$ cat src/cpu_params.svh
`ifndef CPU_PARAMS_SVH
`define CPU_PARAMS_SVH

// Datapath sizing
`define XLEN        32
`define REG_ADDR_W  5
`define NUM_REGS    32

// Multiply pipeline depth, the ALU path takes 2 cycles from decode to retire
`define MUL_STAGES  5

// Program counter
`define RESET_PC    32'h0000_0000
`define PC_STEP     32'd4

`endif

$ cat src/cpu_isa_pkg.sv
`include "cpu_params.svh"

package cpu_isa_pkg;

   // Major opcodes, anything else decodes as a no-op
   typedef enum logic [5:0] {
      OP_RTYPE = 6'h00,
      OP_ADDI  = 6'h08
   } opcode_t;

   // R-type function codes
   typedef enum logic [5:0] {
      FN_MUL = 6'h18,
      FN_ADD = 6'h20,
      FN_SUB = 6'h22,
      FN_AND = 6'h24,
      FN_OR  = 6'h25,
      FN_SLT = 6'h2A
   } funct_t;

   typedef enum logic [2:0] {
      ALU_ADD,
      ALU_SUB,
      ALU_AND,
      ALU_OR,
      ALU_SLT
   } alu_op_t;

   typedef struct packed {
      opcode_t                opcode;
      logic [`REG_ADDR_W-1:0] rs;
      logic [`REG_ADDR_W-1:0] rt;
      logic [`REG_ADDR_W-1:0] rd;
      logic [4:0]             shamt;  // Ignored
      funct_t                 funct;
   } r_instr_t;

   typedef struct packed {
      opcode_t                opcode;
      logic [`REG_ADDR_W-1:0] rs;
      logic [`REG_ADDR_W-1:0] rt;
      logic [15:0]            imm;
   } i_instr_t;

endpackage

$ cat src/cpu_pipe_pkg.sv
`include "cpu_params.svh"

package cpu_pipe_pkg;

   // Register index, index 0 is hardwired to zero
   typedef logic [`REG_ADDR_W-1:0] reg_idx_t;

   // One data word
   typedef logic [`XLEN-1:0] word_t;

   // Operand source in execute
   typedef enum logic {
      FWD_REG  = 1'b0,  // Value read in decode
      FWD_EXWB = 1'b1   // Result held at the execute/writeback boundary
   } fwd_sel_t;

endpackage

$ cat src/alu_exec.sv
`timescale 1ns/1ps

module alu_exec
   import cpu_isa_pkg::*;
   import cpu_pipe_pkg::*;
(
   input  logic     clk,
   input  logic     if_id_reset,
   input  logic     ex_valid,
   input  logic     ex_is_mul,
   input  reg_idx_t ex_dst,
   input  alu_op_t  ex_op,
   input  word_t    ex_opa,
   input  word_t    ex_opb,
   input  fwd_sel_t fwd_sel1,
   input  fwd_sel_t fwd_sel2,
   output logic     wb_alu_valid,
   output reg_idx_t wb_alu_dst,
   output word_t    wb_alu_result
);

   word_t opa;
   word_t opb;
   word_t result;

   always_comb begin
      opa = (fwd_sel1 == FWD_EXWB) ? wb_alu_result : ex_opa;
      opb = (fwd_sel2 == FWD_EXWB) ? wb_alu_result : ex_opb;
      case (ex_op)
         ALU_ADD: result = opa + opb;
         ALU_SUB: result = opa - opb;
         ALU_AND: result = opa & opb;
         ALU_OR:  result = opa | opb;
         ALU_SLT: result = word_t'($signed(opa) < $signed(opb));  // Signed compare
         default: result = opa + opb;
      endcase
   end

   always_ff @(posedge clk) begin
      if (if_id_reset) begin
         wb_alu_valid <= 1'b0;
      end else begin
         wb_alu_valid <= ex_valid & ~ex_is_mul;  // Multiplies go the long way
      end
   end

   always_ff @(posedge clk) begin
      wb_alu_dst    <= ex_dst;
      wb_alu_result <= result;
   end

endmodule

$ cat src/decode_unit.sv
`timescale 1ns/1ps

module decode_unit
   import cpu_isa_pkg::*;
   import cpu_pipe_pkg::*;
(
   input  logic     clk,
   input  logic     if_id_reset,
   input  logic     stall,
   input  word_t    if_instr,
   input  word_t    rd_data1,
   input  word_t    rd_data2,
   output reg_idx_t src1,
   output reg_idx_t src2,
   output logic     src2_used,
   output reg_idx_t id_dst,
   output logic     id_is_alu,
   output logic     id_is_mul,
   output logic     ex_valid,
   output logic     ex_is_mul,
   output reg_idx_t ex_dst,
   output alu_op_t  ex_op,
   output word_t    ex_opa,
   output word_t    ex_opb,
   output reg_idx_t ex_src1,
   output reg_idx_t ex_src2
);

   r_instr_t r_fmt;
   i_instr_t i_fmt;
   alu_op_t  id_op;
   word_t    imm_ext;

   assign r_fmt   = r_instr_t'(if_instr);
   assign i_fmt   = i_instr_t'(if_instr);
   assign src1    = r_fmt.rs;
   assign src2    = r_fmt.rt;
   assign imm_ext = word_t'($signed(i_fmt.imm));  // Sign extended

   always_comb begin
      id_is_alu = 1'b0;
      id_is_mul = 1'b0;
      src2_used = 1'b0;
      id_dst    = '0;
      id_op     = ALU_ADD;
      case (r_fmt.opcode)
         OP_RTYPE: begin
            id_dst    = r_fmt.rd;
            src2_used = 1'b1;
            id_is_alu = 1'b1;
            case (r_fmt.funct)
               FN_ADD:  id_op = ALU_ADD;
               FN_SUB:  id_op = ALU_SUB;
               FN_AND:  id_op = ALU_AND;
               FN_OR:   id_op = ALU_OR;
               FN_SLT:  id_op = ALU_SLT;
               FN_MUL: begin
                  id_is_alu = 1'b0;
                  id_is_mul = 1'b1;
               end
               default: id_is_alu = 1'b0;
            endcase
         end
         OP_ADDI: begin
            id_dst    = i_fmt.rt;
            id_is_alu = 1'b1;
         end
         default: ;
      endcase
      // Unknown encoding, no destination and no sources
      if (!id_is_alu && !id_is_mul) begin
         id_dst    = '0;
         src2_used = 1'b0;
      end
   end

   always_ff @(posedge clk) begin
      if (if_id_reset) begin
         ex_valid  <= 1'b0;
         ex_is_mul <= 1'b0;
      end else begin
         ex_valid  <= (id_is_alu | id_is_mul) & ~stall;  // Bubble on stall
         ex_is_mul <= id_is_mul & ~stall;
      end
   end

   always_ff @(posedge clk) begin
      ex_dst  <= id_dst;
      ex_op   <= id_op;
      ex_opa  <= rd_data1;
      ex_opb  <= src2_used ? rd_data2 : imm_ext;
      ex_src1 <= src1;
      ex_src2 <= src2_used ? src2 : '0;  // Immediate is never forwarded
   end

endmodule

$ cat src/fetch_unit.sv
`timescale 1ns/1ps
`include "cpu_params.svh"

module fetch_unit
   import cpu_pipe_pkg::*;
(
   input  logic  clk,
   input  logic  if_id_reset,
   input  logic  stall,
   input  word_t imem_data,
   output word_t imem_addr,
   output word_t if_instr
);

   word_t pc;

   assign imem_addr = pc;  // ROM answers in the same cycle

   always_ff @(posedge clk) begin
      if (if_id_reset) begin
         pc       <= `RESET_PC;
         if_instr <= '0;  // All-zero word is a no-op
      end else if (!stall) begin
         pc       <= pc + `PC_STEP;
         if_instr <= imem_data;
      end
   end

endmodule

$ cat src/hazard_control.sv
`timescale 1ns/1ps
`include "cpu_params.svh"

module hazard_control
   import cpu_pipe_pkg::*;
(
   input  reg_idx_t                   src1,
   input  reg_idx_t                   src2,
   input  logic                       src2_used,
   input  reg_idx_t                   id_dst,
   input  logic                       id_is_alu,
   input  logic                       id_is_mul,
   input  logic                       ex_valid,
   input  logic                       ex_is_mul,
   input  reg_idx_t                   ex_dst,
   input  reg_idx_t                   ex_src1,
   input  reg_idx_t                   ex_src2,
   input  logic     [`MUL_STAGES-1:0] stage_valid,
   input  reg_idx_t [`MUL_STAGES-1:0] stage_dst,
   input  logic                       wb_alu_valid,
   input  reg_idx_t                   wb_alu_dst,
   output logic                       stall,
   output fwd_sel_t                   fwd_sel1,
   output fwd_sel_t                   fwd_sel2
);

   // Stage whose multiply retires together with an ALU op now in decode
   localparam int SLOT_STAGE = `MUL_STAGES - 3;

   logic                     id_writes;
   logic     [`MUL_STAGES:0] busy_valid;
   reg_idx_t [`MUL_STAGES:0] busy_dst;
   logic                     mul_hit;
   logic                     mul_src_dep;
   logic                     slot_busy;

   assign id_writes  = id_is_alu | id_is_mul;  // Also means src1 is read
   assign busy_valid = {stage_valid, ex_valid & ex_is_mul};
   assign busy_dst   = {stage_dst, ex_dst};

   // Scoreboard over every multiply not yet retired
   always_comb begin
      mul_hit = 1'b0;
      for (int k = 0; k <= `MUL_STAGES; k++) begin
         if (busy_valid[k] && busy_dst[k] != '0) begin
            if ((id_writes && (busy_dst[k] == src1 || busy_dst[k] == id_dst)) ||
                (src2_used && busy_dst[k] == src2)) begin
               mul_hit = 1'b1;
            end
         end
      end
   end

   // Multiply operands are not forwarded, wait for the ALU result to retire
   assign mul_src_dep = id_is_mul && ex_valid && !ex_is_mul && ex_dst != '0 &&
                        (ex_dst == src1 || (src2_used && ex_dst == src2));

   assign slot_busy = id_is_alu && stage_valid[SLOT_STAGE];
   assign stall     = mul_hit | mul_src_dep | slot_busy;

   assign fwd_sel1 = (wb_alu_valid && wb_alu_dst != '0 && wb_alu_dst == ex_src1) ?
                     FWD_EXWB : FWD_REG;
   assign fwd_sel2 = (wb_alu_valid && wb_alu_dst != '0 && wb_alu_dst == ex_src2) ?
                     FWD_EXWB : FWD_REG;

endmodule

$ cat src/mul_pipe.sv
`timescale 1ns/1ps
`include "cpu_params.svh"

module mul_pipe
   import cpu_pipe_pkg::*;
(
   input  logic                         clk,
   input  logic                         if_id_reset,
   input  logic                         ex_valid,
   input  logic                         ex_is_mul,
   input  reg_idx_t                     ex_dst,
   input  word_t                        ex_opa,
   input  word_t                        ex_opb,
   output logic     [`MUL_STAGES-1:0]   stage_valid,
   output reg_idx_t [`MUL_STAGES-1:0]   stage_dst,
   output logic                         mul_valid,
   output reg_idx_t                     mul_dst,
   output word_t                        mul_result
);

   localparam int LAST  = `MUL_STAGES - 1;
   localparam int CHUNK = `XLEN / LAST;  // Multiplier bits added per stage

   word_t opa_q [LAST-1];
   word_t opb_q [LAST-1];
   word_t acc_q [`MUL_STAGES];

   // One shifted partial product, low word only
   function automatic word_t partial(input word_t a, input word_t b, input int idx);
      word_t digit;
      digit = (b >> (idx * CHUNK)) & ((word_t'(1) << CHUNK) - word_t'(1));
      return (a * digit) << (idx * CHUNK);
   endfunction

   always_ff @(posedge clk) begin
      if (if_id_reset) begin
         stage_valid <= '0;
      end else begin
         stage_valid <= {stage_valid[LAST-1:0], ex_valid & ex_is_mul};
      end
   end

   always_ff @(posedge clk) begin
      stage_dst[0] <= ex_dst;
      opa_q[0]     <= ex_opa;
      opb_q[0]     <= ex_opb;
      acc_q[0]     <= partial(ex_opa, ex_opb, 0);
      for (int k = 1; k < LAST - 1; k++) begin
         opa_q[k] <= opa_q[k-1];
         opb_q[k] <= opb_q[k-1];
      end
      for (int k = 1; k < LAST; k++) begin
         stage_dst[k] <= stage_dst[k-1];
         acc_q[k]     <= acc_q[k-1] + partial(opa_q[k-1], opb_q[k-1], k);
      end
      // Final stage only holds the finished product
      stage_dst[LAST] <= stage_dst[LAST-1];
      acc_q[LAST]     <= acc_q[LAST-1];
   end

   assign mul_valid  = stage_valid[LAST];
   assign mul_dst    = stage_dst[LAST];
   assign mul_result = acc_q[LAST];

endmodule

$ cat src/pipe_cpu_top.sv
`timescale 1ns/1ps
`include "cpu_params.svh"

module pipe_cpu_top
   import cpu_isa_pkg::*;
   import cpu_pipe_pkg::*;
(
   input  logic     clk,
   input  logic     if_id_reset,
   input  word_t    imem_data,
   output word_t    imem_addr,
   output logic     wb_valid,
   output reg_idx_t wb_reg,
   output word_t    wb_data
);

   logic                       stall;
   word_t                      if_instr;
   reg_idx_t                   src1;
   reg_idx_t                   src2;
   logic                       src2_used;
   reg_idx_t                   id_dst;
   logic                       id_is_alu;
   logic                       id_is_mul;
   word_t                      rd_data1;
   word_t                      rd_data2;
   logic                       ex_valid;
   logic                       ex_is_mul;
   reg_idx_t                   ex_dst;
   alu_op_t                    ex_op;
   word_t                      ex_opa;
   word_t                      ex_opb;
   reg_idx_t                   ex_src1;
   reg_idx_t                   ex_src2;
   fwd_sel_t                   fwd_sel1;
   fwd_sel_t                   fwd_sel2;
   logic                       wb_alu_valid;
   reg_idx_t                   wb_alu_dst;
   word_t                      wb_alu_result;
   logic     [`MUL_STAGES-1:0] stage_valid;
   reg_idx_t [`MUL_STAGES-1:0] stage_dst;
   logic                       mul_valid;
   reg_idx_t                   mul_dst;
   word_t                      mul_result;

   fetch_unit     i_fetch  (.*);
   decode_unit    i_decode (.*);
   alu_exec       i_alu    (.*);
   mul_pipe       i_mul    (.*);
   hazard_control i_hazard (.*);

   reg_file i_reg_file (
      .*,
      .rd_addr1   (src1),
      .rd_addr2   (src2),
      .alu_valid  (wb_alu_valid),
      .alu_dst    (wb_alu_dst),
      .alu_result (wb_alu_result)
   );

endmodule

$ cat src/reg_file.sv
`timescale 1ns/1ps
`include "cpu_params.svh"

module reg_file
   import cpu_pipe_pkg::*;
(
   input  logic     clk,
   input  logic     if_id_reset,
   input  reg_idx_t rd_addr1,
   input  reg_idx_t rd_addr2,
   output word_t    rd_data1,
   output word_t    rd_data2,
   input  logic     alu_valid,
   input  reg_idx_t alu_dst,
   input  word_t    alu_result,
   input  logic     mul_valid,
   input  reg_idx_t mul_dst,
   input  word_t    mul_result,
   output logic     wb_valid,
   output reg_idx_t wb_reg,
   output word_t    wb_data
);

   word_t regs [`NUM_REGS];
   logic  wr_any;

   // Hazard control keeps the two retire paths apart
   assign wr_any   = alu_valid | mul_valid;
   assign wb_reg   = alu_valid ? alu_dst : mul_dst;
   assign wb_data  = alu_valid ? alu_result : mul_result;
   assign wb_valid = wr_any && (wb_reg != '0);

   always_ff @(posedge clk) begin
      if (if_id_reset) begin
         for (int i = 0; i < `NUM_REGS; i++) begin
            regs[i] <= '0;
         end
      end else if (wb_valid) begin
         regs[wb_reg] <= wb_data;
      end
   end

   // Write-through so decode sees a value retiring this cycle
   assign rd_data1 = (rd_addr1 == '0) ? '0 :
                     (wb_valid && wb_reg == rd_addr1) ? wb_data : regs[rd_addr1];
   assign rd_data2 = (rd_addr2 == '0) ? '0 :
                     (wb_valid && wb_reg == rd_addr2) ? wb_data : regs[rd_addr2];

endmodule

$ cat config.mk
export PLATFORM = sky130hd
export DESIGN_NAME = pipe_cpu_top
export DESIGN_NICKNAME = d
export VERILOG_FILES = /design/src/cpu_isa_pkg.sv /design/src/cpu_pipe_pkg.sv /design/src/alu_exec.sv /design/src/decode_unit.sv /design/src/fetch_unit.sv /design/src/hazard_control.sv /design/src/mul_pipe.sv /design/src/pipe_cpu_top.sv /design/src/reg_file.sv
export VERILOG_INCLUDE_DIRS = /design/src
export SDC_FILE = /design/constraint.sdc
export NUM_CORES = 2
export LEC_CHECK = 0
export ABC_AREA = 1
export BUFFER_PORTS_ARGS = -buffer_cell sky130_fd_sc_hd__buf_2
export CORE_ASPECT_RATIO = 0.75
export CORE_MARGIN = 3
export CORE_UTILIZATION = 40
export CTS_CLUSTER_DIAMETER = 30
export DETAILED_ROUTE_END_ITERATION = 6
export PLACE_DENSITY = 0.51
export SLEW_MARGIN = 20
export SYNTH_ARGS = -nofsm -noshare
export SYNTH_HDL_FRONTEND = slang
export SYNTH_HIERARCHICAL = 1
export SYNTH_SLANG_ARGS = --single-unit
$ cat constraint.sdc
create_clock -name clk -period 6.5 [get_ports clk]
set_input_delay 0.325 -clock clk [delete_from_list [all_inputs] [get_ports clk]]
set_output_delay 0.325 -clock clk [all_outputs]
set_load 0.005 [all_outputs]
# After elaboration in Yosys (flattened, before gate mapping)
# Memory sizes are Yosys's and may differ from the RTL's. A register that Yosys moved wholly into a read port is not among the register bits.
# Cells that the tools add are included.
# totals
latchBits	0
mem_bits_rw	1376
word_cells	180
out_inout_bits	70
ff_bits	211
mem_bits_ro	0
memories	4
# mem_list
name	words	width	read_ports	rd_clocked_by_memory_dff	write_ports	line	text
i_reg_file.regs	32	32	2	2	32	reg_file.sv:24	word_t regs [`NUM_REGS];
i_mul.acc_q	5	32	5	0	5	mul_pipe.sv:26	word_t acc_q [`MUL_STAGES];
i_mul.opa_q	3	32	3	0	3	mul_pipe.sv:24	word_t opa_q [LAST-1];
i_mul.opb_q	3	32	3	0	3	mul_pipe.sv:25	word_t opb_q [LAST-1];
# classes
n_lt_le_gt_ge	1
mux	44
div	0
bitwise_logic	12
addsub	6
shift	0
n_eq_ne	33
n_mul	4
n_reduce_logical	58
# ops
cell	count
2-to-1 mux 32 bit	8
adder 32 bit	4
case mux 32 bit (4 select lines)	1
== test 5 bit	22
2-to-1 mux 5 bit	7
nonzero test 5 bit	7
adder 32 x 3 -> 32 bit, second input constant	1
AND 32 bit	1
less-than comparator 32 bit	1
multiplier 32 x 8 -> 16 bit	1
multiplier 32 x 8 -> 24 bit	1
multiplier 32 x 8 -> 32 bit	1
multiplier 32 x 8 -> 8 bit	1
OR 32 bit	1
OR reduction 32 bit	1
subtractor 32 bit	1
== test 6 bit, second input constant	5
logical AND 1 bit	30
2-to-1 mux 1 bit	25
logical OR 1 bit	13
case mux 3 bit (4 select lines)	1
zero test 5 bit	2
case mux 5 bit (2 select lines)	1
== test 3 x 2 -> 1 bit, second input constant	2
11 further kinds	20

# Longest topological paths before layout
# depth
depth_word	27
mapped_depth	34
mapped_depth_nobuf	33

# Hierarchy
# Netlist, hierarchy kept.
# modules_own_cells
module	cells_each	area_per_inst_um2	instances	seq_area_each_um2
reg_file	8491	66886.6	1	30749.5
mul_pipe	2994	24210.7	1	5725.5
alu_exec	1359	7338.3	1	760.7
fetch_unit	394	2793.9	1	1241.2
decode_unit	252	2534.9	1	1681.6
hazard_control	351	1694.1	1	0.0

# Least setup slack after synthesis
# Ideal clock, no wire load.
# synth_path
kind	register to register
start	memory i_mul/opb_q[0][12] in the netlist's numbering
end	memory i_mul/acc_q[0][61] in the netlist's numbering
path_stages_with_launch	31
setup_ns	0.112
t_arrival_ns	5.213
period_less_slack_ns	5.325
required_ns	6.388
path_slack_ns	1.175
path_buffers	2
cell_sequence	dfxtp_1 -> clkbuf_1 -> buf_1 -> nand2_1 -> fa_1 -> fa_1 -> inv_1 -> fa_1 -> inv_1 -> fa_1 -> inv_1 -> ha_1 -> inv_1 -> nor3_1 -> nand2_1 -> nand2_1 -> a21boi_2 -> o21ai_0 -> xor2_1 -> ha_1 -> a21o_1 -> nor2_1 -> nand2_1 -> inv_1 -> nand2_1 -> nand2_1 -> nand3_2 -> nand2_1 -> nand2_1 -> nand2_1 -> nand2_1
# synth_rtl
item	line
start, declared	mul_pipe.sv:25
end, declared	mul_pipe.sv:26

==> results by group <==
Critical path
  • Reg2reg path depth: 27
  • R2r startpoint: i_mul/opb_q[0][12]
  • Critical Path Fanout Max: 16
  • CP Data Required Time: 7.22 ns
  • Reg-to-reg critical path endpoint: i_mul/acc_q[0][63]
  • CP endpoint kind: flop
  • R2R Setup Slk: 0.32 ns
  • Critical path class: reg -> reg
  • Crit path arrival time: 6.89 ns
  • Worst setup SP type: flop

GRT
  • First-pass GRT wire length: 634000 microns
  • Largest net degree at the start of global routing: 163
  • Met3 Usage GRT: 5.12%
  • Total global routing overflow: 0
  • Initial antenna violation count: 15
  • Met1 Use GR: 46.9%
  • Number of global-route vias before repair: 92600
  • Total GRT Usage: 31.4%
  • Met2 Track Usage GR: 45.6%
  • Grt peak-use layer: met1

Placed design
  • RD Place Congestion: 0.948
  • DPL Wire Length: 276000 microns
  • Input/output buffers: 101
  • Inst Count DP: 16700
  • Setup Slack @ Placement: 0.295 ns

Timing
  • Hold_ws: 0.197 ns
  • Final setup violation count: 0
  • Final period utilization: 95.1%
  • Max-slew violations: 0
  • Worst setup margin: 0.321 ns
  • Fin crit period: 6.18 ns
  • Final hold vios: 0
  • Fin Clk Skew: 0.0704 ns
  • Worst-Margin Slew: 1.17 ns
  • Max frequency: 0.162 GHz
  • Setup TNS: 0 ns
  • RSZ-0062 raised after global routing: no
  • Slew HR: 21.9%

Route
  • Vias per std cell: 5.51
  • DRT iter0 DRCs: 10700
  • DRT Pass-1 Iters: 6
  • DRC errors left: 0
  • Final wirelength: 435000 microns
  • WL per Instance: 25.0 microns
  • Via count: 95800
  • Final ANT Viol Nets: 0

Pwr
  • Total chip power: 43.4 mW
  • Max VDD drop: 0.240 mV
  • Static leakage: 55.3 nW
  • Power per Cell Area: 355 nW/um^2

Worst hold path
  • HP Class: in -> reg
  • Hold path cells: 4
  • Hold_sp: imem_data[18]
  • Worst Hold End: i_fetch/if_instr[18]

Synthesis
  • Ys async rst share: 0%
  • Post-synthesis cell type count: 65
  • Cell area after synthesis: 105000 sq um
  • Synth Flop Type: edfxtp_1
  • Number of flops mapped to enable cells by yosys: 1024
  • Synth top area cells: edfxtp_1 (29%), nand2_1 (14%), dfxtp_1 (8.9%)
  • Top cell type's share of synthesized area: 29.2%
  • Number of synthesis warnings: 6
  • Seq cells post-synth: 1494
  • Sequential area share after synthesis: 38.1%
  • Post-synth top area cell: edfxtp_1
  • Syn_area_per_cell: 7.62 sq um
  • Cells after Synth: 13800

Die
  • Die area: 270000 sq um
  • Initial Utilization: 40.4%
  • Die width: 599 microns
  • Site Rows: 162
  • Floorplan core area: 261000 sq um
  • Die Y-Extent: 451 microns
  • I/O pins: 104

Cells and area
  • Synth-to-Final Area Change: 15.9%
  • Share of cells above drive strength 1: 14.6%
  • Filler Cell Count: 25600
  • Nets@finish: 14300
  • Multi-input logic area: 53700 sq um
  • Register area: 40200 sq um
  • Fin cells: 17400

Run
  • Max Cap Viol: 0

Clock network
  • Clock Tree Buf Depth: 4
  • Worst-Skew Late Latency: 0.89 ns
  • CTS buffer count: 388
  • Post-CTS Setup Bufs: 0
  • Root Driver: clkbuf_16
  • H-tree depth: 5
  • Clock transition at path regs: 0.05 ns
  • Clock sink count: 1494
  • CTS tree: done

Status
  • Status: complete, no violations
## final cells by class
class / instances / area share (%)
Tap cell: 3444 / 3.52
Antenna cell: 7 / 0.0143
Timing Repair Buffer: 379 / 2.69
Multi-Input combinational cell: 9263 / 43.9
Sequential cell: 1494 / 32.9
Inverter: 2108 / 6.51
Clock inverter: 233 / 2.03
Clock buffer: 463 / 8.44
## critical path, stage by stage (launching register included)
cell and delay, ns:
dfxtp_1 0.52, buf_12 0.21, nand2_1 0.07, inv_1 0.08
fa_1 0.45, fa_1 0.55, inv_1 0.05, fa_1 0.48
inv_1 0.05, fa_1 0.46, ha_1 0.44, nand2_1 0.15
nor4_2 0.45, nand4_1 0.21, nand3_1 0.15, xor2_1 0.29
ha_1 0.37, nand2_1 0.11, o21ai_0 0.10, a21oi_1 0.21
buf_4 0.16, nand3_1 0.06, nand2_1 0.06, nand2_1 0.09
inv_1 0.07, nand3_1 0.07, nand2_1 0.07, inv_1 0.05
## registers in the layout, indices dropped and copies added (netlist names), 20 cells and up
signal / flops
i_mul/opb_q: 48
i_mul/opa_q: 48
i_reg_file/regs: 1024
i_fetch/imem_addr: 30
i_fetch/if_instr: 32
i_mul/stage_dst: 20
i_decode/ex_opb: 32
i_alu/wb_alu_result: 32
i_decode/ex_opa: 32
i_mul/acc_q: 160
## per-stage QoR
stage | util (%) | area [sq um]
global route | 46.8 | 122000
detailed placement | 41.8 | 109000
floorplan | - | 106000
global placement | 41.8 | 109000
finish | 46.8 | 122000
CTS | 46.8 | 122000
## cell usage after synthesis (6+ instances only)
library cell / n
a211oi_1: 6
o211ai_1: 42
o21bai_1: 26
xor2_1: 112
inv_2: 37
o2111ai_1: 8
fa_1: 341
clkbuf_1: 592
nand2_2: 29
inv_1: 2064
ha_1: 255
nor3_2: 771
xnor2_1: 58
a21o_1: 11
buf_2: 180
o22ai_1: 13
a21oi_2: 9
nand2_1: 4014
a21oi_1: 363
buf_1: 70
buf_4: 153
nor3_1: 260
nor2_1: 703
buf_6: 11
o21ai_0: 387
nor4_1: 6
o21ai_1: 97
dfxtp_1: 470
nand2_4: 6
clkinv_1: 6
a31oi_1: 7
or2_2: 82
nor2_2: 18
edfxtp_1: 1024
nand4_1: 42
nand3_2: 8
nand3_1: 1497
## timing repair
| action | in CTS | in global routing |
|---|---|---|
| hold buffers | 33 | 0 |
| gates resized for setup | 0 | 1 |
| endpoints found under the hold margin | 40 | 0 |
| setup endpoints to repair | 0 | 1 |
## cells by family after synthesis
group | after synthesis | synth area share [%]
adder cells (fa/ha/maj) | 596 | 9.50
AND/OR/NAND/NOR | 7467 | 33.9
flip-flops | 1494 | 38.1
other | 2 | 0.00712
AO/OA/AOI/OAI | 993 | 5.08
buffers and inverters | 3116 | 11.9
XOR/XNOR | 173 | 1.46
## layout by cell type (no fill, tap or decap), types with 47 or more instances in the layout
master     instances
inv_1           2060
nand2_1         4014
xnor2_1           58
dfxtp_1          459
xor2_1           112
clkbuf_1          54
clkinv_2          66
o21ai_1           53
a21oi_1          363
buf_2            101
nor2_1           700
buf_4            197
clkbuf_16        398
buf_12            47
nor3_1           260
or2_2             82
fa_1             341
o21ai_0          368
edfxtp_1        1024
nor3_2           771
ha_1             255
o21ai_4           63
nand3_1         1490
## report_power, final
part / internal, mW / switching [mW]
logic: 3.46 / 8.84
registers: 11.1 / 1.11
clock network: 12.7 / 6.21
total: 27.3 / 16.2
## metal layers
layer	wire (microns)	share of wire (%)	up-vias
met5	21	0.0048	-
met4	14800	3.4	4
met3	39100	9.0	819
met2	182000	42	4865
met1	199000	46	46600
li1	-	-	43500
## worst max path at each step
stage	from	endpoint	cells after the start
floorplan	i_mul/opb_q[0][12]	i_mul/acc_q[0][61]	30
global placement	i_mul/opb_q[0][12]	i_mul/acc_q[0][63]	27
detailed placement	i_mul/opb_q[0][12]	i_mul/acc_q[0][63]	27
CTS	i_mul/opb_q[0][12]	i_mul/acc_q[0][63]	27
global route	i_mul/opb_q[0][12]	i_mul/acc_q[0][63]	25
finish	i_mul/opb_q[0][12]	i_mul/acc_q[0][63]	27
Note: power is estimated with default switching activity, not from simulation.
